--- config.mk ---
export PLATFORM = sky130hd
export DESIGN_NAME = ppu_video_timing
export DESIGN_NICKNAME = d
export VERILOG_FILES = /design/src/ppu_pkg.sv /design/src/ppu_video_timing.sv
export SDC_FILE = /design/constraint.sdc
export NUM_CORES = 1
export LEC_CHECK = 0
export BUFFER_PORTS_ARGS = -buffer_cell sky130_fd_sc_hd__buf_2
export CAP_MARGIN = 5
export CORE_MARGIN = 3
export CORE_UTILIZATION = 28
export CTS_CLUSTER_DIAMETER = 80
export DETAILED_ROUTE_END_ITERATION = 10
export HOLD_SLACK_MARGIN = 0.15
export PLACE_DENSITY = 0.52
export SETUP_SLACK_MARGIN = 0.05
export SYNTH_ARGS = -nofsm -noshare
export SYNTH_HDL_FRONTEND = slang
export SYNTH_SLANG_ARGS = --single-unit
--- constraint.sdc ---
create_clock -name cpu_clk -period 4.17 [get_ports cpu_clk]
set_input_delay 0.417 -clock cpu_clk [delete_from_list [all_inputs] [get_ports cpu_clk]]
set_output_delay 0.417 -clock cpu_clk [all_outputs]
set_load 0.005 [all_outputs]
--- src/ppu_pkg.sv ---
// Shared definitions for the PPU core: register map, frame timing defaults
// and the structs passed between the register, timing, memory and render blocks
package ppu_pkg;

    // ==========================================================
    // Register map and address space
    // ==========================================================
    typedef enum logic [2:0] {
        REG_CTRL    = 3'd0,
        REG_MASK    = 3'd1,
        REG_STATUS  = 3'd2,
        REG_OAMADDR = 3'd3,
        REG_OAMDATA = 3'd4,
        REG_SCROLL  = 3'd5,
        REG_ADDR    = 3'd6,
        REG_DATA    = 3'd7
    } ppu_reg_e;

    localparam int VRAM_ADDR_W = 14;
    localparam int NT_ADDR_W   = 11;
    localparam int PAL_ADDR_W  = 5;

    // Pattern space below CHR_LIMIT, nametables up to the palette
    localparam logic [VRAM_ADDR_W-1:0] PALETTE_BASE = 14'h3F00;
    localparam logic [VRAM_ADDR_W-1:0] CHR_LIMIT    = 14'h2000;

    // ==========================================================
    // Frame timing
    // ==========================================================
    localparam int DOTS_PER_LINE_DEF   = 341;
    localparam int LINES_PER_FRAME_DEF = 262;
    localparam int VISIBLE_DOTS        = 256;
    localparam int VISIBLE_LINES       = 240;
    localparam int HSYNC_START         = 280;
    localparam int HSYNC_END           = 304;
    localparam int VSYNC_START         = 243;
    localparam int VSYNC_END           = 246;
    localparam int VBLANK_SET_LINE     = 241;
    localparam int VBLANK_CLR_LINE     = 261;

    // Color index shown outside the visible area
    localparam logic [5:0] BLANK_COLOR = 6'h0F;

    // ==========================================================
    // Bus structs
    // ==========================================================
    // Bit 4 of bg_table selects the table; bits 6:5 are kept but unused here
    typedef struct packed {
        logic       nmi_en;
        logic [2:0] bg_table;
        logic       spr_table;
        logic       incr32;
        logic [1:0] nt_sel;
    } ppu_ctrl_t;

    typedef struct packed {
        logic                   we;
        logic [VRAM_ADDR_W-1:0] addr;
        logic [7:0]             wdata;
    } cpu_vram_req_t;

    typedef struct packed {
        logic [NT_ADDR_W-1:0]  nt_addr;
        logic [PAL_ADDR_W-1:0] pal_idx;
    } render_req_t;

    typedef struct packed {
        logic [7:0] tile;
        logic [5:0] color;
    } render_rsp_t;

    typedef struct packed {
        logic [8:0] dot;
        logic [8:0] line;
        logic       hsync;
        logic       vsync;
        logic       de;
    } timing_t;

endpackage
--- src/ppu_video_timing.sv ---
// Dot and line counters for the PPU frame; decodes sync, display enable
// and the one-cycle VBlank start and end events
module ppu_video_timing #(
    parameter int DOTS_PER_LINE   = ppu_pkg::DOTS_PER_LINE_DEF,
    parameter int LINES_PER_FRAME = ppu_pkg::LINES_PER_FRAME_DEF
) (
    input  logic             cpu_clk,
    input  logic             rst_n,
    output ppu_pkg::timing_t timing,
    output logic             vblank_set,
    output logic             vblank_clr
);
    import ppu_pkg::*;

    logic [8:0] dot;
    logic [8:0] line;
    logic       dot_last;
    logic       line_last;

    assign dot_last  = (dot == 9'(DOTS_PER_LINE - 1));
    assign line_last = (line == 9'(LINES_PER_FRAME - 1));

    // ==========================================================
    // Counters
    // ==========================================================
    always_ff @(posedge cpu_clk or negedge rst_n) begin
        if (!rst_n) begin
            dot  <= 9'd0;
            line <= 9'd0;
        end else if (dot_last) begin
            dot <= 9'd0;
            if (line_last) begin
                line <= 9'd0;
            end else begin
                line <= line + 9'd1;
            end
        end else begin
            dot <= dot + 9'd1;
        end
    end

    // ==========================================================
    // Decode
    // ==========================================================
    always_comb begin
        timing.dot   = dot;
        timing.line  = line;
        timing.hsync = (dot >= 9'(HSYNC_START)) && (dot < 9'(HSYNC_END));
        timing.vsync = (line >= 9'(VSYNC_START)) && (line < 9'(VSYNC_END));
        timing.de    = (dot < 9'(VISIBLE_DOTS)) && (line < 9'(VISIBLE_LINES));
    end

    // Dot 1 of the VBlank start and pre-render lines
    assign vblank_set = (line == 9'(VBLANK_SET_LINE)) && (dot == 9'd1);
    assign vblank_clr = (line == 9'(VBLANK_CLR_LINE)) && (dot == 9'd1);

endmodule

==> results by group <==
Route
  – Routed Wire Length: 2340 um
  – Via count: 842
  – First-pass iteration count of the detailed router: 4
  – Wire per inst: 13.4 um
  – DRC viols: 0
  – Antenna-violating nets left: 0
  – Drt initial violations: 57
  – Via-per-instance ratio: 4.81

Power
  – LEAKAGE: 0.587 nW
  – Pwr/cell area: 257 nW/um2
  – Pwr Total: 0.000322 W
  – VDD IR-drop max: 149 uV
  – Clock share of power: 44.5%
  – Sw Ratio: 19.5%
  – Net switching component of the power: 0.0000629 W
  – Pint: 0.000259 W
  – Share of total power in combinational logic: 1.4%
  – Part of the power in registers: 54.2%

Die
  – DIE AREA: 4430 um2
  – Die height: 66.6 um
  – I/O Pins: 25
  – Core box area: 3440 um2
  – Initial core utilization: 29.8%
  – Die Wd: 66.6 um
  – Row count: 21

Final layout
  – Design area: 1250 um2
  – Finished Core Util: 36.4%
  – Layout Area Growth over Synthesis: 21.9%
  – Layout cell share with drive strength beyond 1: 27.1%
  – Nets: 137
  – Number of diodes: 0

Flow run
  – Max cap viols: 0

Placed design
  – Area post-placement: 1190 um2
  – Gpl congestion: 0.801
  – Hpwl dp: 1730 um
  – IO buf count: 24
  – Dpl ws: 2.30 ns

Clock network
  – # clock sinks: 18
  – CTS tree: yes
  – Post-cts resize count: 0
  – Clk slew on worst S/H paths: 0.07 ns
  – H-tree Lvls: 1
  – Clock Latency Late Sink: 0.25 ns
  – CTS Buf Count: 3
  – Root buffer cell: clkbuf_8
  – Clk buf depth: 2

Worst setup path
  – Crit-path cells: nand4_1, or3_1, nor4b_1, buf_2
  – Largest stage delay, worst path: 0.48 ns
  – Crit Path Max Fanout: 6
  – Worst path required time: 3.75 ns
  – Startpoint types: flip-flop
  – Crit Path Category: reg -> out
  – Crit path DAT: 1.75 ns
  – Crit-path slowest cell: dfrtp_1
  – Worst setup EP type: output pin

Global routing
  – Number of global-route vias before repair: 803
  – Antenna violations before repair: 0
  – First-pass GRT wire length: 4030 um
  – Largest net degree at the start of global routing: 19
  – Total congestion overflow: 0
  – Total GRT Usage: 12.0%

Outcome
  – Status: completed

STA
  – Worst relative slew slack: 72.3%
  – Tcrit/Tclk final: 51.9%
  – Minimum clock period: 2.16 ns
  – Post-route setup slack: 2.01 ns
  – Clk_skew: 0.00296 ns
  – Least-Margin Pin Slew: 0.416 ns
  – RSZ-0062 raised after global routing: false
  – Final setup violation count: 0
  – Final Hold Fails: 0
  – Setup TNS: 0 ns
  – Highest clock rate: 462 MHz
  – Slew Limit Fails: 0

Min path
  – Hold Crit Class: reg -> reg

Logic synthesis
  – Asr flop ratio synth: 100%
  – Distinct cells, synth: 33
  – Syn_nets: 109
  – Synth area leaders: dfrtp_1, ha_1, nand3_1, o21ai_0, xnor2_1
  – Syn Std Cell Area: 1030 um2
  – Yosys reg bits: 18
  – Ys Warns: 0
  – Post-synth EDFFs: 0
  – Post-Syn Instances: 102
  – Cell taking the most area after synthesis: dfrtp_1
  – Cell with the most instances after synthesis: dfrtp_1
  – Seq/Total Area, Yosys: 43.8%
  – Commonest cells post-synth: dfrtp_1, nor2_1, nand3_1
  – Synth Flop Type: dfrtp_1
  – Mean Syn Cell Area: 10.1 um2
  – Yosys top cell area share: 43.8%
==> cells by family (layout without fill, tap and decap cells) <==
logic type / Yosys count / after routing / synth area share, %
AOI/OAI and AO/OA: 18 / 18 / 10.4
xor gates and xnor gates: 8 / 8 / 6.82
adders and majority gates: 5 / 5 / 6.09
buffers and inverters: 7 / 34 / 3.53
DFF: 18 / 18 / 43.8
muxes: 1 / 1 / 1.10
and+or+nand+nor: 45 / 45 / 28.3
==> cells in the final DEF, fill, tap and decap left out <==
master,netlist,layout
nand2b_1,1,1
o21ai_1,1,1
xnor2_1,4,4
nor2_1,9,9
a21oi_1,4,4
nor3b_1,1,1
nor4b_1,2,2
nor3_1,3,3
dfrtp_1,18,18
and4_1,1,1
and4b_4,1,1
nand2_1,7,7
or3_1,2,2
and4bb_2,1,1
ha_1,5,5
inv_1,5,5
nor4b_4,1,1
clkbuf_8,0,4
and2_2,1,1
a211oi_1,2,2
or3b_1,1,1
dlygate4sd3_1,0,1
o2bb2a_1,1,1
o21ai_0,7,7
and4_2,1,1
mux2_2,1,1
nand4_4,1,1
o22ai_1,2,2
and3_1,2,2
nand4_1,2,2
nand3_1,8,8
buf_2,0,24
xor2_1,4,4
o41ai_1,1,1
==> worst paths after layout <==
kind	start	end	slack (ns)	cells past startpoint
setup / recovery	line[5]	vblank_set	2.01	4
hold reg to reg	dot[7]	dot[7]	0.55	1
min in group asynchronous	rst_n	line[2]	0.62	2
setup reg to reg	dot[0]	line[6]	2.32	6
max in group asynchronous	rst_n	dot[7]	3.25	2
hold / removal	dot[7]	dot[7]	0.55	1
==> per-stage QoR <==
| stage | hold slack [ns] | cells |
|---|---|---|
| after floorplan | 0.121 | 102 |
| after global placement | 0.377 | 170 |
| after detailed placement | 0.375 | 170 |
| after CTS | 0.548 | 175 |
| after global routing | 0.577 | 175 |
| final | 0.548 | 175 |
==> flip-flops by register name, summed over array words and instances, names as in the netlist <==
name,count
dot,9
line,9
==> repair_timing <==
| item | CTS | global route |
|---|---|---|
| endpoints found under the setup margin | 0 | 0 |
| hold buffers | 1 | 0 |
| hold endpoints to repair | 18 | 0 |
| setup buffers | 0 | 0 |
==> metal layers <==
| layer | wire length [um] | track usage (%) |
|---|---|---|
| met1 | 1170 | 16.2 |
| met2 | 1000 | 18.7 |
| met3 | 160 | 4.05 |
| met4 | 11 | 2.28 |
| met5 | 0 | 0 |
==> cell type report <==
class / count / area (um2)
Tap cell: 46 / 57.6
Multi-Input combinational cell: 77 / 541
Clock buffer: 4 / 55.1
Sequential cell: 18 / 450
Timing Repair Buffer: 25 / 130
Inverter: 5 / 18.8
Fill cell: 367 / 2190
==> worst max-delay path, delay by kind of cell, from the launching register on <==
family	cells	cell delay [ns]
AND/OR/NAND/NOR	3	0.84
flip-flops	1	0.48
buffers and inverters	1	0.16
==> power by group through the flow <==
stage	Clock (W)	Sequential [W]	Combinational, W
floorplan	0	0.000178	0.000000000207
global placement	0	0.000178	0.00000406
detailed placement	0	0.000178	0.00000402
CTS	0.000151	0.000174	0.00000475
global route	0.000159	0.000174	0.00000533
finish	0.000143	0.000175	0.00000441
Power figures use the tool's default switching activity.
