$ cat config.mk
export PLATFORM = sky130hd
export DESIGN_NAME = ppu_bg_pipeline
export DESIGN_NICKNAME = d
export VERILOG_FILES = /design/src/ppu_pkg.sv /design/src/ppu_bg_pipeline.sv
export SDC_FILE = /design/constraint.sdc
export NUM_CORES = 1
export LEC_CHECK = 0
export BUFFER_PORTS_ARGS = -buffer_cell sky130_fd_sc_hd__buf_4
export CORE_MARGIN = 4
export CORE_UTILIZATION = 31
export CTS_CLUSTER_SIZE = 30
export DETAILED_ROUTE_END_ITERATION = 7
export PLACE_DENSITY = 0.87
export SLEW_MARGIN = 10
export SYNTH_ARGS = -nofsm -noshare
export SYNTH_HDL_FRONTEND = slang
export SYNTH_SLANG_ARGS = --single-unit
$ cat constraint.sdc
create_clock -name cpu_clk -period 3.06 [get_ports cpu_clk]
set_clock_uncertainty 0.2 [all_clocks]
set_input_delay 0.765 -clock cpu_clk [delete_from_list [all_inputs] [get_ports cpu_clk]]
set_output_delay 0.765 -clock cpu_clk [all_outputs]
set_load 0.02 [all_outputs]
$ cat src/ppu_pkg.sv
// Shared definitions for the PPU core: register map, frame timing defaults
// and the structs passed between the register, timing, memory and render blocks
package ppu_pkg;

    // ==========================================================
    // Register map and address space
    // ==========================================================
    typedef enum logic [2:0] {
        REG_CTRL    = 3'd0,
        REG_MASK    = 3'd1,
        REG_STATUS  = 3'd2,
        REG_OAMADDR = 3'd3,
        REG_OAMDATA = 3'd4,
        REG_SCROLL  = 3'd5,
        REG_ADDR    = 3'd6,
        REG_DATA    = 3'd7
    } ppu_reg_e;

    localparam int VRAM_ADDR_W = 14;
    localparam int NT_ADDR_W   = 11;
    localparam int PAL_ADDR_W  = 5;

    // Pattern space below CHR_LIMIT, nametables up to the palette
    localparam logic [VRAM_ADDR_W-1:0] PALETTE_BASE = 14'h3F00;
    localparam logic [VRAM_ADDR_W-1:0] CHR_LIMIT    = 14'h2000;

    // ==========================================================
    // Frame timing
    // ==========================================================
    localparam int DOTS_PER_LINE_DEF   = 341;
    localparam int LINES_PER_FRAME_DEF = 262;
    localparam int VISIBLE_DOTS        = 256;
    localparam int VISIBLE_LINES       = 240;
    localparam int HSYNC_START         = 280;
    localparam int HSYNC_END           = 304;
    localparam int VSYNC_START         = 243;
    localparam int VSYNC_END           = 246;
    localparam int VBLANK_SET_LINE     = 241;
    localparam int VBLANK_CLR_LINE     = 261;

    // Color index shown outside the visible area
    localparam logic [5:0] BLANK_COLOR = 6'h0F;

    // ==========================================================
    // Bus structs
    // ==========================================================
    // Bit 4 of bg_table selects the table; bits 6:5 are kept but unused here
    typedef struct packed {
        logic       nmi_en;
        logic [2:0] bg_table;
        logic       spr_table;
        logic       incr32;
        logic [1:0] nt_sel;
    } ppu_ctrl_t;

    typedef struct packed {
        logic                   we;
        logic [VRAM_ADDR_W-1:0] addr;
        logic [7:0]             wdata;
    } cpu_vram_req_t;

    typedef struct packed {
        logic [NT_ADDR_W-1:0]  nt_addr;
        logic [PAL_ADDR_W-1:0] pal_idx;
    } render_req_t;

    typedef struct packed {
        logic [7:0] tile;
        logic [5:0] color;
    } render_rsp_t;

    typedef struct packed {
        logic [8:0] dot;
        logic [8:0] line;
        logic       hsync;
        logic       vsync;
        logic       de;
    } timing_t;

endpackage
$ cat src/ppu_bg_pipeline.sv
// Scrolled background: fetches the tile under each dot, maps it to a palette
// entry and delays sync and enable by two cycles to line up with the color
module ppu_bg_pipeline (
    input  logic                 cpu_clk,
    input  logic                 rst_n,
    input  ppu_pkg::timing_t     timing,
    input  logic                 render_en,
    input  logic [7:0]           scroll_x,
    input  logic [7:0]           scroll_y,
    output ppu_pkg::render_req_t render_req,
    input  ppu_pkg::render_rsp_t render_rsp,
    output logic [5:0]           color,
    output logic                 hsync,
    output logic                 vsync,
    output logic                 de
);
    import ppu_pkg::*;

    logic [4:0] tile_x;
    logic [4:0] tile_y;
    logic [1:0] hsync_d;
    logic [1:0] vsync_d;
    logic [1:0] de_d;

    // Coarse scroll wraps within a 32x32 tile map
    assign tile_x = timing.dot[7:3] + scroll_x[7:3];
    assign tile_y = timing.line[7:3] + scroll_y[7:3];

    // ==========================================================
    // Fetch stages
    // ==========================================================
    // Stage 1 issues the tile address, stage 2 turns the returned tile
    // into a palette index; value 0 falls on the universal color
    always_comb begin
        render_req.nt_addr = NT_ADDR_W'({tile_y, tile_x});
        if (render_en) begin
            render_req.pal_idx = PAL_ADDR_W'(render_rsp.tile[1:0]);
        end else begin
            render_req.pal_idx = '0;
        end
    end

    // ==========================================================
    // Sync alignment
    // ==========================================================
    always_ff @(posedge cpu_clk or negedge rst_n) begin
        if (!rst_n) begin
            hsync_d <= 2'b00;
            vsync_d <= 2'b00;
            de_d    <= 2'b00;
        end else begin
            hsync_d <= {hsync_d[0], timing.hsync};
            vsync_d <= {vsync_d[0], timing.vsync};
            de_d    <= {de_d[0], timing.de};
        end
    end

    assign hsync = hsync_d[1];
    assign vsync = vsync_d[1];
    assign de    = de_d[1];

    // Stage 3 color arrives with the delayed enable
    assign color = de_d[1] ? render_rsp.color : BLANK_COLOR;

endmodule

==> flow_metrics.tcl, run 1 <==
set metrics [dict create \
    port_buffers 54 \
    synth_warnings 0 \
    worst_setup_path_startpoint "timing[15]" \
    antenna_found_initial 0 \
    clock_tree.buffer_depth 2 \
    fillerInstances 136 \
    first_global_vias 630 \
    synth-seq-cells 6 \
    initialDrtViolationCount 0 \
    seq_power_share_pct 24.5 \
    clock_power_share_pct 19.8 \
    route.antenna.remaining_nets 0 \
    seqCellArea_sq_um 150 \
    critPathKind "in2out" \
    share_comb_of_total_power_pct 55.7 \
    htree_num_levels 1 \
    area_growth_from_synthesis_to_layout_pct 88.0 \
    p_leak_nw 0.564 \
    yosysSeqAreaShare_pct 27.6 \
    placement_rows 14 \
    power.density_cell_area_mw_per_mm2 341 \
    tritoncts_num_sinks 6 \
    final_cells 131 \
    gpl.final_weighted_congestion 0.667 \
    fin_ws_ns 0.0477 \
    grt_pass1_wl_mm 2.44 \
    clk_transition_reported_paths_ns 0.04 \
    startpoint_type "input pin" \
    initial_core_util_pct 34.5 \
    detail_route.drc_violations 0 \
    dr_total_vias 580 \
    multi_input_area_sq_um 380 \
    die-area_sq_mm 0.00249 \
    place_area_sq_um 966 \
    grt_start_max_net_pins 8 \
    post_route_cells_drive_above_1_share_pct 57.4 \
    drt-vias-per-instance 4.43 \
    setup-tns-final_ns 0 \
    run_status "finished, final reports clean" \
    clock_tree_from_tritoncts "yes" \
    floorplan.die.height_microns 49.9 \
    cp.arrival_ns 2.05 \
    power_report.internal_total_mw 0.228 \
    grt-ovfl-total 0 \
    post-dp-hpwl_mm 1.39 \
    finalHoldWorstSlack_ns 0.124 \
    max_clock_freq_mhz 332 \
    endpoint_kind_of_the_worst_setup_timing_path "primary output" \
    cts_inserted_buffers 3 \
    firstDrtPassIters 1 \
    final_non_filler_cell_area_sq_mm 0.00102 \
    core_sq_mm 0.00158 \
    power.net_switching_mw 0.122 \
    max_cap_viol_count 0 \
    layout_common_cells "buf_4 (56), inv_1 (8), xnor2_1 (8)" \
    root_buffer "clkbuf_4" \
    timing.final.max_slew_violations 0 \
    avgRoutedWirePerCell_microns 11.7 \
    syn_inst 57 \
    floorplan.io_pins 79 \
    worstPathMaxFanout 2 \
    syn_area_per_cell_sq_um 9.55 \
    rr_startpoint "vsync_d[0]" \
    power.share.switching_pct 34.8 \
    final_net_count 181 \
    setup_slack_after_placement_ns -0.0158 \
    synth_area_sq_um 544 \
    critical_path_required_ns 2.09 \
    gr-usage-all-layers_pct 12.6 \
    finalCriticalPeriod_ns 3.01 \
    floorplan.die.width_microns 49.9 \
    post_cts_buffers 0 \
    hold_class "in2async" \
    report.final.setup_viol 0 \
    final_common_cell "buf_4" \
    synth.distinct_cells 13 \
    vdd_drop_max_mv 0.205 \
    placed_cells 128 \
    clock_latency_ns 0.24 \
    period_share_pct 98.4 \
    hold_viol 0 \
    n_antenna_cell 0 \
    postRouteWirelength_mm 1.54 \
]
routing by layer:
layer / vias up / routed length [microns] / track usage, % / share of wire [%]
met4: 0 / 0 / 6.91 / 0
met5: - / 0 / 0 / 0
met3: 0 / 155 / 3.31 / 10
li1: 287 / - / - / -
met1: 262 / 464 / 9.74 / 30
met2: 31 / 917 / 26.7 / 60
cells by family after synthesis:
family                   after synthesis  synth area share [%]
flip-flops                             6                  27.6
AO/OA/AOI/OAI                          6                  7.82
adder cells (fa/ha/maj)               10                  25.7
other                                  1                 0.689
AND/OR/NAND/NOR                       14                  14.3
XOR/XNOR                               8                  12.9
buffers and inverters                 12                  11.0
area by class of cell:
cell class	count	area share, %
timing repair buffer	56	41.1
multi-input combinational	42	37.2
sequential	6	14.7
inverter	8	2.93
clock buffer	3	2.20
tap	16	1.96
state kept, by name, indices dropped and copies added, names as in the netlist:
| name | cells |
|---|---|
| vsync_d | 2 |
| de_d | 2 |
| hsync_d | 2 |
cells in the mapped netlist (all sizes together):
cell,n,share of area [%]
buf,4,5.5
fa,2,7.4
and2,4,4.6
xnor2,8,13
nand2b,6,6.9
inv,8,5.5
nor2,4,2.8
a21oi,4,5.1
ha,8,18
a21o,2,2.8
dfrtp,6,28
conb,1,0.69
critical path: stages:
cell and delay, ns:
buf_4 0.08, ha_1 0.15, inv_1 0.06, fa_1 0.40, nand2b_4 0.16, a21oi_2 0.15, xnor2_1 0.13, buf_4 0.16
worst paths after layout:
kind | to | slack [ns] | cells after the start
max | render_req[9] | 0.05 | 8
min | de_d[1] | 0.12 | 1
max reg2reg | vsync_d[1] | 2.40 | 0
min reg2reg | hsync_d[1] | 0.14 | 0
max in group asynchronous | hsync_d[1] | 2.43 | 1
min in group cpu_clk | hsync_d[1] | 0.14 | 0
power by group through the flow:
stage | clock network, mW | registers [mW] | logic (mW)
floorplan | 0 | 0.0890 | 0.0981
global placement | 0 | 0.0865 | 0.183
detailed placement | 0 | 0.0867 | 0.188
CTS | 0.0746 | 0.0855 | 0.190
global route | 0.0767 | 0.0861 | 0.210
finish | 0.0690 | 0.0855 | 0.195
through the flow:
stage / util (%) / power [mW]
2_1_floorplan: - / 0.187
3_3_place_gp: 61.3 / 0.270
3_5_place_dp: 61.3 / 0.275
4_1_cts: 62.9 / 0.350
5_1_grt: 64.9 / 0.373
6_report: 64.9 / 0.349
timing repair:
item	4_1_cts	5_1_grt
pin swaps	0	3
resized for setup	1	5
endpoints found under the setup margin	1	2
hold buffers	0	0
Note: power is estimated with default switching activity, not from simulation.
==> run 2: changes to the inputs <==
--- a/config.mk
+++ b/config.mk
@@ -7,10 +7,11 @@
 export LEC_CHECK = 0
 export BUFFER_PORTS_ARGS = -buffer_cell sky130_fd_sc_hd__buf_4
 export CORE_MARGIN = 4
-export CORE_UTILIZATION = 31
+export CORE_UTILIZATION = 33
+export CTS_BUF_LIST = sky130_fd_sc_hd__clkbuf_2 sky130_fd_sc_hd__clkbuf_4 sky130_fd_sc_hd__clkbuf_8
 export CTS_CLUSTER_SIZE = 30
 export DETAILED_ROUTE_END_ITERATION = 7
-export PLACE_DENSITY = 0.87
+export PLACE_DENSITY = 0.92
 export SLEW_MARGIN = 10
 export SYNTH_ARGS = -nofsm -noshare
 export SYNTH_HDL_FRONTEND = slang
==> run 2 against run 1 <==
  * Die area is 5.1% lower
  * Global-route usage is 0.19 points lower
  * Count of clock-buffer cells in the layout stayed put
  * Register-to-register slack hardly changed
  * Total power is 2.1% lower
  * Combinational power is 4% lower
  * Flip-flop and latch count stayed put
  * Via count is 0.52% lower
  * Final cell count is 1.5% lower
  * Critical path depth stayed put
==> flow_metrics.tcl, run 2 (same netlist as run 1, synthesis figures left out) <==
set metrics [dict create \
    initialDrtViolationCount 1 \
    initial_core_util_pct 35.7 \
    final_net_count 179 \
    firstDrtPassIters 2 \
    finalCriticalPeriod_ns 3.02 \
    gr-usage-all-layers_pct 12.4 \
    max_cap_viol_count 0 \
    cts_inserted_buffers 3 \
    startpoint_type "input pin" \
    overall_power_mw 0.342 \
    antenna_found_initial 0 \
    area_growth_from_synthesis_to_layout_pct 81.1 \
    detail_route.drc_violations 0 \
    fin_ws_ns 0.0425 \
    placement_rows 14 \
    final_common_cell "buf_4" \
    first_global_vias 602 \
    postRouteWirelength_mm 1.58 \
    hold_viol 0 \
    route.antenna.remaining_nets 0 \
    die-area_sq_mm 0.00236 \
    clock_latency_ns 0.23 \
    post_route_cells_drive_above_1_share_pct 55.8 \
    endpoint_kind_of_the_worst_setup_timing_path "primary output" \
    floorplan.die.height_microns 48.6 \
    setup_slack_after_placement_ns 0.0130 \
    timing.final.max_slew_violations 0 \
    clock_tree.buffer_depth 2 \
    grt_start_max_net_pins 8 \
    clock_tree_from_tritoncts "yes" \
    period_share_pct 98.6 \
    hold_bufs_at_cts 0 \
    hold_class "in2async" \
    cp.arrival_ns 2.05 \
    core_sq_mm 0.00152 \
    htree_num_levels 1 \
    floorplan.io_pins 79 \
    fillerInstances 135 \
    drt-vias-per-instance 4.47 \
    final_cells 129 \
    avgRoutedWirePerCell_microns 12.2 \
    floorplan.die.width_microns 48.6 \
    port_buffers 54 \
    grt_pass1_wl_mm 2.36 \
    critPathKind "in2out" \
    root_buffer "clkbuf_4" \
    layout_common_cells "buf_4 (54), inv_1 (8), xnor2_1 (8), ha_1 (8)" \
    vdd_drop_max_mv 0.260 \
    n_antenna_cell 0 \
    post-dp-hpwl_mm 1.42 \
    power.density_cell_area_mw_per_mm2 347 \
    run_status "finished, final reports clean" \
    placed_cells 126 \
    report.final.setup_viol 0 \
    p_leak_nw 0.539 \
    biggestRegsByFlops "de_d x2, hsync_d x2, vsync_d x2" \
    worstPathMaxFanout 2 \
    dr_total_vias 577 \
    gpl.final_weighted_congestion 0.647 \
    grt-ovfl-total 0 \
    max_clock_freq_mhz 331 \
    final_non_filler_cell_area_sq_um 986 \
    critical_path_required_ns 2.09 \
    clk_transition_reported_paths_ns 0.04 \
    tritoncts_num_sinks 6 \
    place_area_sq_um 951 \
]
==> run 2: final cells by class <==
class	count	area, sq um	area share, %
well taps	16	20.0	2.03
flip-flops and latches	6	150	15.2
clock buffers	3	22.5	2.28
inverters	8	30.0	3.05
repair buffers	54	405	41.1
multi-input cells	42	358	36.3
==> run 2: path summary, 6_finish.rpt <==
check / endpoint / startpoint / cells past startpoint / slack (ns)
max: render_req[14] / timing[6] / 8 / 0.04
min: hsync_d[1] / rst_n / 1 / 0.12
max reg2reg: de_d[1] / de_d[0] / 0 / 2.39
min reg2reg: hsync_d[1] / hsync_d[0] / 0 / 0.15
max in group asynchronous: de_d[0] / rst_n / 1 / 2.43
min in group cpu_clk: hsync_d[1] / hsync_d[0] / 0 / 0.15
==> run 2: report_power, final <==
group	total (mW)	switching [mW]	internal (mW)
registers	0.0856	0.00187	0.0837
logic	0.188	0.0934	0.0946
clock network	0.0682	0.0241	0.0441
==> run 2: timing repair <==
item	4_1_cts	5_1_grt
buffers inserted	0	0
gates resized for setup	0	4
setup endpoints to repair	0	2
==> run 2: per-layer routing <==
metal	vias up	GRT usage (%)	share of wire [%]
met5	-	0	0
met1	267	9.06	29
met3	0	4.91	9.8
li1	281	-	-
met2	29	26.1	62
met4	0	5.38	0
==> run 2: worst max-delay path, cell delays in order <==
cell,delay (ns)
buf_4,0.08
ha_1,0.16
inv_1,0.07
fa_2,0.35
nand2b_1,0.17
a21oi_2,0.15
xnor2_1,0.14
buf_4,0.17
==> run 2: through the flow <==
| stage | utilization (%) | TNS, ns | hold WS, ns |
|---|---|---|---|
| final | 64.7 | 0 | 0.124 |
| after global routing | 64.7 | -0.0228 | 0.103 |
| after CTS | 63.9 | 0 | 0.114 |
| after detailed placement | 62.4 | 0 | 0.144 |
| after global placement | 62.4 | 0 | 0.135 |
| after floorplan | - | 0 | 0.131 |
==> run 3: changes to the inputs <==
--- a/config.mk
+++ b/config.mk
@@ -11,7 +11,7 @@
 export CTS_BUF_LIST = sky130_fd_sc_hd__clkbuf_2 sky130_fd_sc_hd__clkbuf_4 sky130_fd_sc_hd__clkbuf_8
 export CTS_CLUSTER_SIZE = 30
 export DETAILED_ROUTE_END_ITERATION = 7
-export PLACE_DENSITY = 0.92
+export PLACE_DENSITY = 0.93
 export SLEW_MARGIN = 10
 export SYNTH_ARGS = -nofsm -noshare
 export SYNTH_HDL_FRONTEND = slang
==> run 3 against run 2 <==
  * Die area unchanged
  * Register-to-register slack about the same
  * Critical path depth unchanged
  * Clock power up 3.1%
  * Sequential share of layout area unchanged
  * Total power down 0.16%
  * Critical path type unchanged
  * Critical endpoint unchanged
  * Largest cell class unchanged
==> flow_metrics.tcl, run 3 (same netlist as run 1, synthesis figures left out) <==
set metrics [dict create \
    power_report.internal_total_mw 0.222 \
    floorplan.die.width_microns 48.6 \
    seq_power_share_pct 25.1 \
    critical_path.n_buffers_inverters 3 \
    gpl.final_weighted_congestion 0.720 \
    critPathKind "in2out" \
    startpoint_type "input pin" \
    share_comb_of_total_power_pct 54.3 \
    initial_core_util_pct 35.7 \
    post_route_cells_drive_above_1_share_pct 55.8 \
    family_of_cells_with_the_greatest_summed_delay_on_the_critical_path "adder cells" \
    run_status "finished, final reports clean" \
    critPathMaxStageDelay_ns 0.34 \
    gr-usage-all-layers_pct 12.6 \
    port_buffers 54 \
    power.density_cell_area_mw_per_mm2 346 \
    clk_transition_reported_paths_ns 0.04 \
    clock_tree.buffer_depth 2 \
    finalCriticalPeriod_ns 2.95 \
    endpoint_kind_of_the_worst_setup_timing_path "primary output" \
    placement_rows 14 \
    antenna_found_initial 0 \
    firstDrtPassIters 2 \
    power.net_switching_mw 0.119 \
    biggestRegsByFlops "de_d x2, hsync_d x2, vsync_d x2" \
    setup-tns-final_ns 0 \
    dr_total_vias 578 \
    cell_repeated_most_along_the_worst_path "buf_4" \
    final_common_cell "buf_4" \
    tritoncts_num_sinks 6 \
    floorplan.die.height_microns 48.6 \
    report.final.setup_viol 0 \
    max_clock_freq_mhz 339 \
    post-dp-hpwl_mm 1.26 \
    area_growth_from_synthesis_to_layout_pct 81.1 \
    core_sq_mm 0.00152 \
    layout_common_cells "buf_4 (54), inv_1 (8), xnor2_1 (8), ha_1 (8)" \
    hold_class "in2async" \
    n_antenna_cell 0 \
    initialDrtViolationCount 3 \
    cp.arrival_ns 1.98 \
    rsz_0062_raised_after_global_routing "no" \
    floorplan.io_pins 79 \
    first_global_vias 576 \
    htree_num_levels 1 \
    critical_path_required_ns 2.09 \
    critical_path.cell_chain "buf_4 -> ha_1 -> inv_1 -> fa_2 -> nand2b_1 -> a21oi_2 -> xnor2_1 -> buf_4" \
    cts_inserted_buffers 3 \
    drt-vias-per-instance 4.48 \
    root_buffer "clkbuf_4" \
    period_share_pct 96.3 \
    hold_viol 0 \
    postRouteWirelength_mm 1.42 \
    grt-ovfl-total 0 \
    clock_tree_from_tritoncts "yes" \
    p_leak_nw 0.539 \
    avgRoutedWirePerCell_microns 11.0 \
    max_cap_viol_count 0 \
    die-area_sq_mm 0.00236 \
    route.antenna.remaining_nets 0 \
    final_net_count 179 \
    clock_power_share_pct 20.6 \
    overall_power_mw 0.341 \
    worstPathMaxFanout 2 \
    clock_latency_ns 0.24 \
    detail_route.drc_violations 0 \
    critical_path.slowest_cell "fa_2" \
    grt_start_max_net_pins 8 \
    power.share.switching_pct 34.9 \
    timing.final.max_slew_violations 0 \
    vdd_drop_max_mv 0.236 \
    grt_pass1_wl_mm 2.44 \
]
## run 3: cell counts in the layout (fill, tap and decap cells not counted)
Identical to the previous run, type by type.
## run 3: power groups by stage
stage | logic (mW) | registers [mW] | clock network (mW)
6_report | 0.185 | 0.0855 | 0.0703
5_1_grt | 0.203 | 0.0861 | 0.0784
4_1_cts | 0.185 | 0.0856 | 0.0753
3_5_place_dp | 0.185 | 0.0867 | 0
3_3_place_gp | 0.180 | 0.0865 | 0
2_1_floorplan | 0.0981 | 0.0890 | 0
## run 3: path summary, 6_finish.rpt
check | from | end | slack (ns) | cells after the start
worst max-delay path | timing[6] | render_req[14] | 0.11 | 8
worst min-delay path | rst_n | vsync_d[1] | 0.12 | 1
worst max register to register | de_d[0] | de_d[1] | 2.40 | 0
worst min register to register | hsync_d[0] | hsync_d[1] | 0.14 | 0
max in group asynchronous | rst_n | de_d[0] | 2.43 | 1
min in group cpu_clk | hsync_d[0] | hsync_d[1] | 0.14 | 0
## run 3: stage by stage
step / instances / utilization (%) / instance area [sq um] / hold WS, ns / worst slack (ns)
2_1_floorplan: 60 / - / 556 / 0.131 / 0.218
3_3_place_gp: 126 / 62.4 / 951 / 0.137 / 0.0473
3_5_place_dp: 126 / 62.4 / 951 / 0.137 / 0.0329
4_1_cts: 129 / 63.9 / 973 / 0.109 / 0.0258
5_1_grt: 129 / 64.7 / 986 / 0.112 / 0.00000244
6_report: 129 / 64.7 / 986 / 0.119 / 0.113
## run 3: final cells by class
class	count	area, sq um
clock buffers	3	22.5
multi-input cells	42	358
fillers	127	538
inverters	8	30.0
well taps	16	20.0
flip-flops and latches	6	150
repair buffers	54	405
## run 3: timing repair
item / in CTS / in global routing
endpoints found under the setup margin: 0 / 2
hold buffers: 0 / 0
setup buffers: 0 / 0
gates resized for setup: 0 / 4
## run 3: metal layers
layer | track usage (%) | wire length, microns | vias up
li1 | - | - | 281
met1 | 11.6 | 398 | 258
met2 | 22.6 | 780 | 37
met3 | 6.75 | 226 | 2
met4 | 5.38 | 17 | 0
met5 | 0 | 0 | -
