<file path="src/ppu_pkg.sv">
// Shared definitions for the PPU core: register map, frame timing defaults
// and the structs passed between the register, timing, memory and render blocks
package ppu_pkg;

    // ==========================================================
    // Register map and address space
    // ==========================================================
    typedef enum logic [2:0] {
        REG_CTRL    = 3'd0,
        REG_MASK    = 3'd1,
        REG_STATUS  = 3'd2,
        REG_OAMADDR = 3'd3,
        REG_OAMDATA = 3'd4,
        REG_SCROLL  = 3'd5,
        REG_ADDR    = 3'd6,
        REG_DATA    = 3'd7
    } ppu_reg_e;

    localparam int VRAM_ADDR_W = 14;
    localparam int NT_ADDR_W   = 11;
    localparam int PAL_ADDR_W  = 5;

    // Pattern space below CHR_LIMIT, nametables up to the palette
    localparam logic [VRAM_ADDR_W-1:0] PALETTE_BASE = 14'h3F00;
    localparam logic [VRAM_ADDR_W-1:0] CHR_LIMIT    = 14'h2000;

    // ==========================================================
    // Frame timing
    // ==========================================================
    localparam int DOTS_PER_LINE_DEF   = 341;
    localparam int LINES_PER_FRAME_DEF = 262;
    localparam int VISIBLE_DOTS        = 256;
    localparam int VISIBLE_LINES       = 240;
    localparam int HSYNC_START         = 280;
    localparam int HSYNC_END           = 304;
    localparam int VSYNC_START         = 243;
    localparam int VSYNC_END           = 246;
    localparam int VBLANK_SET_LINE     = 241;
    localparam int VBLANK_CLR_LINE     = 261;

    // Color index shown outside the visible area
    localparam logic [5:0] BLANK_COLOR = 6'h0F;

    // ==========================================================
    // Bus structs
    // ==========================================================
    // Bit 4 of bg_table selects the table; bits 6:5 are kept but unused here
    typedef struct packed {
        logic       nmi_en;
        logic [2:0] bg_table;
        logic       spr_table;
        logic       incr32;
        logic [1:0] nt_sel;
    } ppu_ctrl_t;

    typedef struct packed {
        logic                   we;
        logic [VRAM_ADDR_W-1:0] addr;
        logic [7:0]             wdata;
    } cpu_vram_req_t;

    typedef struct packed {
        logic [NT_ADDR_W-1:0]  nt_addr;
        logic [PAL_ADDR_W-1:0] pal_idx;
    } render_req_t;

    typedef struct packed {
        logic [7:0] tile;
        logic [5:0] color;
    } render_rsp_t;

    typedef struct packed {
        logic [8:0] dot;
        logic [8:0] line;
        logic       hsync;
        logic       vsync;
        logic       de;
    } timing_t;

endpackage
</file>
<file path="src/ppu_reg_bus.sv">
// AXI4-Lite slave holding the PPU register window, the shared write latch,
// the VBlank flag and the PPUDATA port into VRAM and palette
module ppu_reg_bus (
    input  logic                   cpu_clk,
    input  logic                   rst_n,
    // Write address, data and response
    input  logic                   awvalid,
    output logic                   awready,
    input  logic [4:0]             awaddr,
    input  logic                   wvalid,
    output logic                   wready,
    input  logic [31:0]            wdata,
    input  logic [3:0]             wstrb,
    output logic                   bvalid,
    input  logic                   bready,
    output logic [1:0]             bresp,
    // Read address and data
    input  logic                   arvalid,
    output logic                   arready,
    input  logic [4:0]             araddr,
    output logic                   rvalid,
    input  logic                   rready,
    output logic [31:0]            rdata,
    output logic [1:0]             rresp,
    // Frame events
    input  logic                   vblank_set,
    input  logic                   vblank_clr,
    // CPU side of VRAM
    output ppu_pkg::cpu_vram_req_t vram_req,
    input  logic [7:0]             vram_rdata,
    // Render controls
    output ppu_pkg::ppu_ctrl_t     ctrl,
    output logic                   render_en,
    output logic [7:0]             scroll_x,
    output logic [7:0]             scroll_y,
    output logic                   nmi
);
    import ppu_pkg::*;

    ppu_reg_e               wr_reg;
    ppu_reg_e               rd_reg;
    logic                   wr_acc;
    logic                   rd_acc;
    logic [7:0]             wr_byte;
    logic [7:0]             mask;
    logic                   vblank;
    logic                   latch;
    logic [VRAM_ADDR_W-1:0] vaddr;
    logic [VRAM_ADDR_W-1:0] vaddr_next;
    logic [7:0]             rd_buf;
    logic [7:0]             buf_next;
    logic [7:0]             rd_byte;
    logic [7:0]             rdata_q;

    // ==========================================================
    // Handshake
    // ==========================================================
    // Register writes are byte wide, so wstrb carries no information
    assign wr_reg  = ppu_reg_e'(awaddr[4:2]);
    assign rd_reg  = ppu_reg_e'(araddr[4:2]);
    assign wr_byte = wdata[7:0];

    // Address and data are taken together, only with no response pending
    assign wr_acc  = awvalid && wvalid && !bvalid;
    assign rd_acc  = arvalid && !rvalid;
    assign awready = wr_acc;
    assign wready  = wr_acc;
    assign arready = !rvalid;
    assign bresp   = 2'b00;
    assign rresp   = 2'b00;
    assign rdata   = {24'h000000, rdata_q};

    always_ff @(posedge cpu_clk or negedge rst_n) begin
        if (!rst_n) begin
            bvalid <= 1'b0;
            rvalid <= 1'b0;
        end else begin
            if (wr_acc) begin
                bvalid <= 1'b1;
            end else if (bready) begin
                bvalid <= 1'b0;
            end
            if (rd_acc) begin
                rvalid <= 1'b1;
            end else if (rready) begin
                rvalid <= 1'b0;
            end
        end
    end

    always_ff @(posedge cpu_clk) begin
        if (rd_acc) begin
            rdata_q <= rd_byte;
        end
    end

    // ==========================================================
    // PPUDATA path
    // ==========================================================
    assign vaddr_next = vaddr + (ctrl.incr32 ? VRAM_ADDR_W'(32) : VRAM_ADDR_W'(1));

    // Pattern space is read-only and reads as zero
    always_comb begin
        vram_req.we    = wr_acc && (wr_reg == REG_DATA) && (vaddr >= CHR_LIMIT);
        vram_req.addr  = vaddr;
        vram_req.wdata = wr_byte;
    end

    assign buf_next = (vaddr < CHR_LIMIT) ? 8'h00 : vram_rdata;

    // Palette reads bypass the buffer, everything else returns the old byte
    always_comb begin
        case (rd_reg)
            REG_CTRL:   rd_byte = ctrl;
            REG_MASK:   rd_byte = mask;
            REG_STATUS: rd_byte = {vblank, 7'b0000000};
            REG_DATA:   rd_byte = (vaddr >= PALETTE_BASE) ? vram_rdata : rd_buf;
            default:    rd_byte = 8'h00;
        endcase
    end

    // ==========================================================
    // Register file
    // ==========================================================
    always_ff @(posedge cpu_clk or negedge rst_n) begin
        if (!rst_n) begin
            ctrl     <= '0;
            mask     <= 8'h00;
            scroll_x <= 8'h00;
            scroll_y <= 8'h00;
            vaddr    <= '0;
            latch    <= 1'b0;
            rd_buf   <= 8'h00;
            vblank   <= 1'b0;
            nmi      <= 1'b0;
        end else begin
            if (wr_acc) begin
                case (wr_reg)
                    REG_CTRL: ctrl <= ppu_ctrl_t'(wr_byte);
                    REG_MASK: mask <= wr_byte;
                    REG_SCROLL: begin
                        if (!latch) begin
                            scroll_x <= wr_byte;
                        end else begin
                            scroll_y <= wr_byte;
                        end
                        latch <= !latch;
                    end
                    // High byte first
                    REG_ADDR: begin
                        if (!latch) begin
                            vaddr[VRAM_ADDR_W-1:8] <= wr_byte[VRAM_ADDR_W-9:0];
                        end else begin
                            vaddr[7:0] <= wr_byte;
                        end
                        latch <= !latch;
                    end
                    REG_DATA: vaddr <= vaddr_next;
                    default: begin
                    end
                endcase
            end
            // Read side effects land on the acceptance edge
            if (rd_acc) begin
                case (rd_reg)
                    REG_STATUS: begin
                        vblank <= 1'b0;
                        latch  <= 1'b0;
                    end
                    REG_DATA: begin
                        rd_buf <= buf_next;
                        vaddr  <= vaddr_next;
                    end
                    default: begin
                    end
                endcase
            end
            if (vblank_clr) begin
                vblank <= 1'b0;
            end
            if (vblank_set) begin
                vblank <= 1'b1;
            end
            nmi <= vblank && ctrl.nmi_en;
        end
    end

    // Background or sprite enable
    assign render_en = mask[3] || mask[4];

endmodule

</file>
<file path="config.mk">
export PLATFORM = sky130hd
export DESIGN_NAME = ppu_reg_bus
export DESIGN_NICKNAME = d
export VERILOG_FILES = /design/src/ppu_pkg.sv /design/src/ppu_reg_bus.sv
export SDC_FILE = /design/constraint.sdc
export NUM_CORES = 1
export LEC_CHECK = 0
export CAP_MARGIN = 10
export CORE_ASPECT_RATIO = 0.8
export CORE_MARGIN = 2
export CORE_UTILIZATION = 50
export DETAILED_ROUTE_END_ITERATION = 8
export DONT_BUFFER_PORTS = 1
export PLACE_DENSITY = 0.61
export SYNTH_ARGS = -nofsm -noshare
export SYNTH_HDL_FRONTEND = slang
export SYNTH_SLANG_ARGS = --single-unit
</file>
<file path="constraint.sdc">
create_clock -name cpu_clk -period 3.8 [get_ports cpu_clk]
set_clock_uncertainty 0.05 [all_clocks]
set_input_delay 0.19 -clock cpu_clk [delete_from_list [all_inputs] [get_ports cpu_clk]]
set_output_delay 0.19 -clock cpu_clk [all_outputs]
set_load 0.05 [all_outputs]
</file>
==> summary.md, run 1 <==
| Metric | Value |
|---|---|
| Postcts setup bufs | `0` |
| Pre-CTS worst setup slack | `~1100 ps` |
| MaxCap Viol Count | `0` |
| M3 GR Usage | `under 10%` |
| Post-synth EDFFs | `8` |
| First-pass GRT wire length | `13.9 mm` |
| Placer congestion estimate | `about 0.8` |
| Port-buffer cells | `0` |
| Least-Margin Pin Slew | `885 ps` |
| Via count | `~2.6k` |
| Grt met1 use | `between 30% and 40%` |
| Setup crit start kind | `flop` |
| Post-cts resize count | `0` |
| Drt initial violations | `164` |
| Min Tclk post-route | `2750 ps` |
| Antenna violations before repair | `0` |
| Final Hold Fails | `0` |
| Clock latency on the worst-skew pair | `between 300 and 400 ps` |
| Remaining DRCs | `0` |
| Maximum clock frequency | `0.363 GHz` |
| Core area | `a little under 0.007 mm2` |
| Setup WS post-layout | `~1000 ps` |
| Commonest cells post-synth | `dfrtp_1 (59), buf_4 (37), mux2_2 (31)` |
| Pins over their slew limit | `0` |
| Grt peak-use layer | `met2` |
| Die H | `between 70 and 80 um` |
| Clock Path Buffers | `2` |
| Grt ovf | `0` |
| Layout cell share with drive strength beyond 1 | `~16%` |
| Nets | `about 410` |
| Met2 track utilization from global routing | `34.7%` |
| Detail Route Antenna Nets | `0` |
| Routed wire length | `between 9 and 10 mm` |
| Seq/Total Area, Yosys | `47.7%` |
| PwrDens | `slightly below 700 mW/mm2` |
| CTS Sinks | `67` |
| IO Count | `roughly 150` |
| End-of-flow core utilization | `56.5%` |
| Overall routing resource usage | `23.5%` |
| Tcrit/Tclk final | `72.4%` |
| Unrepaired setup endpoints after global routing | `no` |
| Crit path max fanout | `6` |
| Largest net degree at the start of global routing | `60` |
| Worst hold path type | `in -> reg` |
| Main area contributors after synthesis | `dfrtp_1 (41%), mux2_2 (9.7%), buf_4 (7.7%)` |
| Clock transition at the registers of the reported paths | `70 ps` |
| Worst Path Required | `3990 ps` |
| Drt pass-1 iters | `4` |
| Async S/R FF share, synth | `roughly nine tenths` |
| Most common cell in the synthesized netlist | `dfrtp_1` |
| Setup TNS | `0 ps` |
| CTS Buf Count | `9` |
| Die Width | `98.9 um` |
| Crit Path Category | `reg -> reg` |
| Avg Cell Area, Syn | `10.8 um2` |
| #FFs+latches synth | `67` |
| VDD IR-drop max | `roughly 0.38 mV` |
| Vias per std cell | `about 5.9` |
| Ys Warns | `0` |
| Initial core utilization | `roughly 52%` |
| H-tree Lvls | `3` |
| P_leak | `around 0.0017 uW` |
| Cell Area, Synth | `0.00360 mm2` |
| Wirelength per Cell | `20.6 um` |
| Num rows | `27` |
| Area Overhead vs Synth | `8.72%` |
| DP Wirelength | `between 5 and 6 mm` |
| Final Setup Violations | `0` |
| Crit path arrival time | `2940 ps` |
| Vias in the first global route | `~2.5k` |
| Status | `complete, no violations` |
| Synth area leader | `dfrtp_1` |
| Top FF cell, synth | `dfrtp_1` |
| Post-Syn Instances | `around 330` |
| Synth unique cells | `56` |
| Top cell type's share of synthesized area | `between 40% and 50%` |
| CTS root buf | `clkbuf_8` |
| Slew margin rel. | `around two fifths` |
| Die ar. | `0.00790 mm2` |
| CP endpoint kind | `flop` |
| CTS tree | `done` |
-- power breakdown --
group	switching [uW]	leakage, uW	internal, uW
combinational	277	0.000826	230
clock	272	0.0000875	275
sequential	688	0.000835	894
-- final timing paths --
| path | from | to | slack (ps) | cells after the start |
|---|---|---|---|---|
| worst min register to register | rd_buf[3]$_DFFE_PN0P_ | rd_buf[3]$_DFFE_PN0P_ | 420 | 2 |
| worst max register to register | ctrl[2]$_DFFE_PN0P_ | vaddr[10]$_DFF_PN0_ | 1050 | 7 |
| min in group asynchronous | rst_n | vaddr[13]$_DFF_PN0_ | 330 | 2 |
| worst min-delay path | wdata[1] | vaddr[1]$_DFF_PN0_ | 9 | 2 |
| worst max-delay path | ctrl[2]$_DFFE_PN0P_ | vaddr[10]$_DFF_PN0_ | 1050 | 7 |
| max in group asynchronous | rst_n | scroll_y[0]$_DFFE_PN0P_ | 3120 | 2 |
-- cell families (layout without fill, tap and decap cells) --
group,after synthesis,count (layout),share of synthesized area (%)
compound gates,56,56,11.1
xor+xnor,5,5,1.22
fa+ha+maj,3,3,1.04
buf+inv,60,51,10.5
flops,67,67,47.7
mux,47,47,14.1
other cells,1,29,0.104
simple gates,93,93,14.2
-- sequential cells by signal, indices dropped and copies added (netlist names) --
register,flops
rdata_q,8
mask,8
scroll_y,8
rd_buf,8
rvalid,1
nmi,1
vaddr,14
latch,1
scroll_x,8
vblank,1
ctrl,8
bvalid,1
-- critical path, stage by stage, from the launching register on --
cell and delay, ps:
dfrtp_1 600, inv_1 160, ha_1 240, ha_1 290
nand4_1 110, o21ai_0 730, a311oi_1 190, a311oi_1 270
-- metrics by stage --
step	cells	hold WS (ps)	power [uW]	cell area, um2
after floorplan	359	-156	2000	3700
after global placement	398	-154	2040	3480
after detailed placement	398	-154	2050	3480
after CTS	437	0.461	2650	3910
after global routing	437	26.5	2760	3910
final	438	8.57	2640	3920
-- metal layers --
| metal | vias to the layer above | part of all wire [%] |
|---|---|---|
| met5 | - | 0 |
| met4 | 0 | 1.1 |
| met3 | 9 | 9.3 |
| met2 | 110 | 44 |
| met1 | 1292 | 46 |
| li1 | 1185 | - |
-- cells in the final DEF (no fill, tap or decap), types with 2 or more instances in the layout --
cell,count
dlygate4sd3_1,22
a31oi_1,2
ha_1,3
nand3b_1,2
clkbuf_8,9
conb_1,28
a211o_1,2
edfxtp_1,8
nand4_1,5
o221ai_1,2
nor4b_1,2
xnor2_1,3
o22ai_1,15
nor2_1,7
or2_2,2
o21bai_1,2
mux2i_1,16
or4b_1,2
a32oi_1,3
nor2b_1,2
clkbuf_1,2
nor3_1,4
a22oi_1,7
a311oi_1,2
nand4b_1,2
o32ai_1,2
xor2_1,2
dfrtp_1,59
or3_1,2
nand3_1,18
mux2_2,31
o21ai_0,9
and3_1,5
inv_1,10
nand2_1,29
clkinv_2,2
clkinvlp_4,2
a21oi_1,2
nand2b_1,3
-- final cells by class --
type / count / area (um2)
sequential: 67 / 1720
inverter: 11 / 41.3
clock buffer: 12 / 156
timing repair buffer: 24 / 255
clock inverter: 4 / 25.0
multi-input combinational: 232 / 1610
fill: 593 / 3010
antenna: 1 / 2.50
tap: 87 / 109
-- timing repair --
item                                    in CTS  in global routing
hold buffers                                23                  0
endpoints found under the hold margin      103                  0
endpoints found under the setup margin       0                  0
Power figures use the tool's default switching activity.
==> run 2, diff against run 1 <==
- ABC_AREA: not set -> 1
- clock period: 3.8 -> 2.6 ns (I/O delays scaled with it)
==> run 2 against run 1 <==
  * Critical endpoint is now vram_req[22]
  * Worst hold slack improved by 3.6 ps
  * Sequential share of layout area fell by 1.6 points
  * Worst setup slack got worse by 570 ps
  * Critical path depth fell by 1
  * Largest power group unchanged
==> summary.md, run 2 <==
| Metric | Value |
|---|---|
| Status | `complete, no violations (unchanged)` |
| Area Overhead vs Synth | `12.1% (was 8.72%)` |
| Clock Path Buffers | `2 (unchanged)` |
| Routed wire length | `8.74 mm (was 9.04 mm)` |
| Setup crit start kind | `flop (unchanged)` |
| Final Hold Fails | `0 (unchanged)` |
| Die H | `80.1 um (was 79.9 um)` |
| Crit path max fanout | `8 (was 6)` |
| Async S/R FF share, synth | `88.1% (unchanged)` |
| Clock transition at the registers of the reported paths | `80 ps (was 70 ps)` |
| FF-to-FF Start | `vaddr[0]$_DFF_PN0_ (was ctrl[2]$_DFFE_PN0P_)` |
| Unrepaired setup endpoints after global routing | `no (unchanged)` |
| Min Tclk post-route | `about 2100 ps` |
| Wirelength per Cell | `15.1 um (was 20.6 um)` |
| Seq/Total Area, Yosys | `47.4% (was 47.7%)` |
| Reg2Reg Depth | `9 (was 7)` |
| Initial core utilization | `52.0% (about the same)` |
| Grt ovf | `0 (unchanged)` |
| Slowest CP cell | `dfrtp_1 (was o21ai_0)` |
| Tcrit/Tclk final | `81.6%` |
| Commonest cells post-synth | `nand2_1 (155), dfrtp_1 (59), inv_1 (43) (was dfrtp_1 (59), buf_4 (37), mux2_2 (31))` |
| Vias per std cell | `5.02 (was 5.93)` |
| Layout cell share with drive strength beyond 1 | `9.18% (was 16.3%)` |
| Pins over their slew limit | `0 (unchanged)` |
| Setup TNS | `0 ps (unchanged)` |
| Core area | `0.00696 mm2 (was 0.00693 mm2)` |
| Final Setup Violations | `0 (unchanged)` |
| IO Count | `153 (unchanged)` |
| Vias in the first global route | `2729 (was 2476)` |
| Crit Path Category | `reg -> out (was reg -> reg)` |
| Synth unique cells | `30 (was 56)` |
| Post-Syn Instances | `458 (was 332)` |
| Setup WS post-layout | `479 ps (was 1050 ps)` |
| Fill cell count | `667 (was 593)` |
| PwrDens | `1110 mW/mm2 (was 673 mW/mm2)` |
| CTS Buf Count | `9 (unchanged)` |
| Most common cell after layout, fill and taps aside | `nand2_1 (was dfrtp_1)` |
| Setup slack, reg-to-reg | `530 ps (was 1050 ps)` |
| Pre-CTS worst setup slack | `561 ps (was 1110 ps)` |
| Most common cell in the synthesized netlist | `nand2_1 (was dfrtp_1)` |
| Die ar. | `0.00794 mm2 (was 0.00790 mm2)` |
| Critical path, cell by cell | `inv_1 -> nand3_2 -> nor2_4 -> nand2_1 -> nor2_1 -> buf_4 (was inv_1 -> ha_1 -> ha_1 -> nand4_1 -> o21ai_0 -> a311oi_1 -> a311oi_1)` |
| CP endpoint kind | `primary output (was flop)` |
| Crit path launch | `bvalid$_DFFE_PN0P_ (was ctrl[2]$_DFFE_PN0P_)` |
| Top FF cell, synth | `dfrtp_1 (unchanged)` |
| Maximum clock frequency | `~0.47 GHz` |
| RR Endpoint | `vaddr[10]$_DFF_PN0_ (unchanged)` |
| MaxCap Viol Count | `0 (unchanged)` |
| Cells after DPL | `538 (was 398)` |
| Worst hold path type | `in -> reg (unchanged)` |
| Crit path arrival time | `1940 ps (was 2940 ps)` |
| Buf/Inv on CP | `2 (was 1)` |
| Remaining DRCs | `0 (unchanged)` |
| Biggest register | `vaddr (unchanged)` |
| Post-synth EDFFs | `8 (unchanged)` |
| Slew margin rel. | `55.3% (was 40.4%)` |
| Num rows | `27 (unchanged)` |
| Synth area leader | `dfrtp_1 (unchanged)` |
| Drt initial violations | `152 (was 164)` |
| Non-filler instance count after layout | `577 (was 438)` |
| Top cell type's share of synthesized area | `40.8% (was 41.0%)` |
| P_leak | `0.00205 uW (was 0.00175 uW)` |
| Largest net degree at the start of global routing | `60 (unchanged)` |
| Slowest stage delay, CP | `580 ps (was 730 ps)` |
| Antenna violations before repair | `0 (unchanged)` |
| Hold endpoint | `scroll_y[1]$_DFFE_PN0P_ (was vaddr[1]$_DFF_PN0_)` |
| Most frequent cells in the layout | `nand2_1 (155), dfrtp_1 (59), inv_1 (43), o21ai_0 (39), nand3_1 (30) (was dfrtp_1 (59), mux2_2 (31), nand2_1 (29), conb_1 (28), dlygate4sd3_1 (22))` |
| ANT cells | `0 (was 1)` |
| Worst hold path depth | `2 (unchanged)` |
| First-pass GRT wire length | `14.1 mm (was 13.9 mm)` |
| Nets | `551 (was 411)` |
| CTS tree | `done (unchanged)` |
| Cell Area, Synth | `0.00362 mm2 (was 0.00360 mm2)` |
| #FFs+latches synth | `67 (unchanged)` |
| Avg Cell Area, Syn | `7.90 um2 (was 10.8 um2)` |
| VDD IR-drop max | `0.667 mV (was 0.378 mV)` |
| Drt pass-1 iters | `4 (unchanged)` |
| Ys Warns | `0 (unchanged)` |
| CTS root buf | `clkbuf_8 (unchanged)` |
| Least-Margin Pin Slew | `666 ps (was 885 ps)` |
| Multi-input logic area | `0.00149 mm2 (was 0.00161 mm2)` |
| Max reg flops | `14 (unchanged)` |
| CP top delay family | `simple AND/OR/NAND/NOR gates (was compound AO/OA/AOI/OAI gates)` |
| Total area of sequential cells | `0.00172 mm2 (unchanged)` |
| Detail Route Antenna Nets | `0 (unchanged)` |
| Main area contributors after synthesis | `dfrtp_1 (41%), nand2_1 (16%), buf_4 (8.1%) (was dfrtp_1 (41%), mux2_2 (9.7%), buf_4 (7.7%))` |
| CTS Sinks | `67 (unchanged)` |
| Hold path start | `wdata[1] (unchanged)` |
| H-tree Lvls | `3 (unchanged)` |
| Placer congestion estimate | `0.847 (was 0.806)` |
| Worst Path Required | `2420 ps (was 3990 ps)` |
| DP Wirelength | `6.13 mm (was 5.73 mm)` |
| Die Width | `99.1 um (was 98.9 um)` |
| Overall routing resource usage | `23.2% (was 23.5%)` |
| Port-buffer cells | `0 (unchanged)` |
| Clock latency on the worst-skew pair | `340 ps (about the same)` |
| Via count | `2894 (was 2596)` |
-- run 2: worst max-delay path by stage --
stage	to	slack [ps]	cells after the start
final	vram_req[22]	480	6
after floorplan	ctrl[5]$_DFFE_PN0P_	640	7
after CTS	vram_req[22]	440	6
after global routing	vram_req[22]	330	6
after global placement	vaddr[8]$_DFF_PN0_	590	9
after detailed placement	vaddr[10]$_DFF_PN0_	560	9
-- run 2: through the flow --
stage	hold WS [ps]	utilization (%)	power, uW	cell area (um2)
2_1_floorplan	-216	-	3250	3720
3_3_place_gp	-213	51.5	3450	3590
3_5_place_dp	-213	51.5	3480	3590
4_1_cts	6.29	58.3	4520	4060
5_1_grt	11.0	58.3	4750	4060
6_report	12.2	58.3	4490	4060
-- run 2: kinds of logic after synthesis --
group / count (synthesis) / synth area share (%)
AOI/OAI and AO/OA: 66 / 9.71
and+or+nand+nor: 224 / 26.5
buffers and inverters: 93 / 14.3
DFF: 67 / 47.4
other: 1 / 0.104
xor gates and xnor gates: 4 / 0.968
adders and majority gates: 3 / 1.04
-- run 2: layout make-up --
type / instances / area share (%)
clock buffers: 9 / 3.05
clock inverters: 7 / 2.47
inverters: 45 / 4.16
multi-input cells: 325 / 36.7
flip-flops and latches: 67 / 42.3
well taps: 87 / 2.68
repair buffers: 37 / 8.69
-- run 2: what timing repair did --
item                                   in CTS  in global routing
setup buffers                               0                  0
endpoints found under the hold margin      89                  0
hold buffers                               23                  0
resized for setup                           0                  0
-- run 2: metal layers --
| layer | part of all wire [%] | wire (um) | track usage (%) |
|---|---|---|---|
| met2 | 44 | 3850 | 35.1 |
| met3 | 7.9 | 690 | 8.18 |
| met1 | 47 | 4110 | 32.1 |
| met5 | 0 | 0 | 0 |
| met4 | 0.98 | 86 | 5.48 |
-- run 2: worst reg2reg max path, stage by stage, from the launching register on --
cell and delay, ps:
dfrtp_1 680, ha_1 260, ha_1 160, nand2_1 110
nor2_1 150, nand2_1 60, nand2_1 220, nand3_1 120
nand3_1 100, nand2_1 60
-- run 2: power by group --
group | switching, uW | internal, uW
clock network | 424 | 548
logic | 865 | 382
registers | 901 | 1370
total | 2190 | 2300
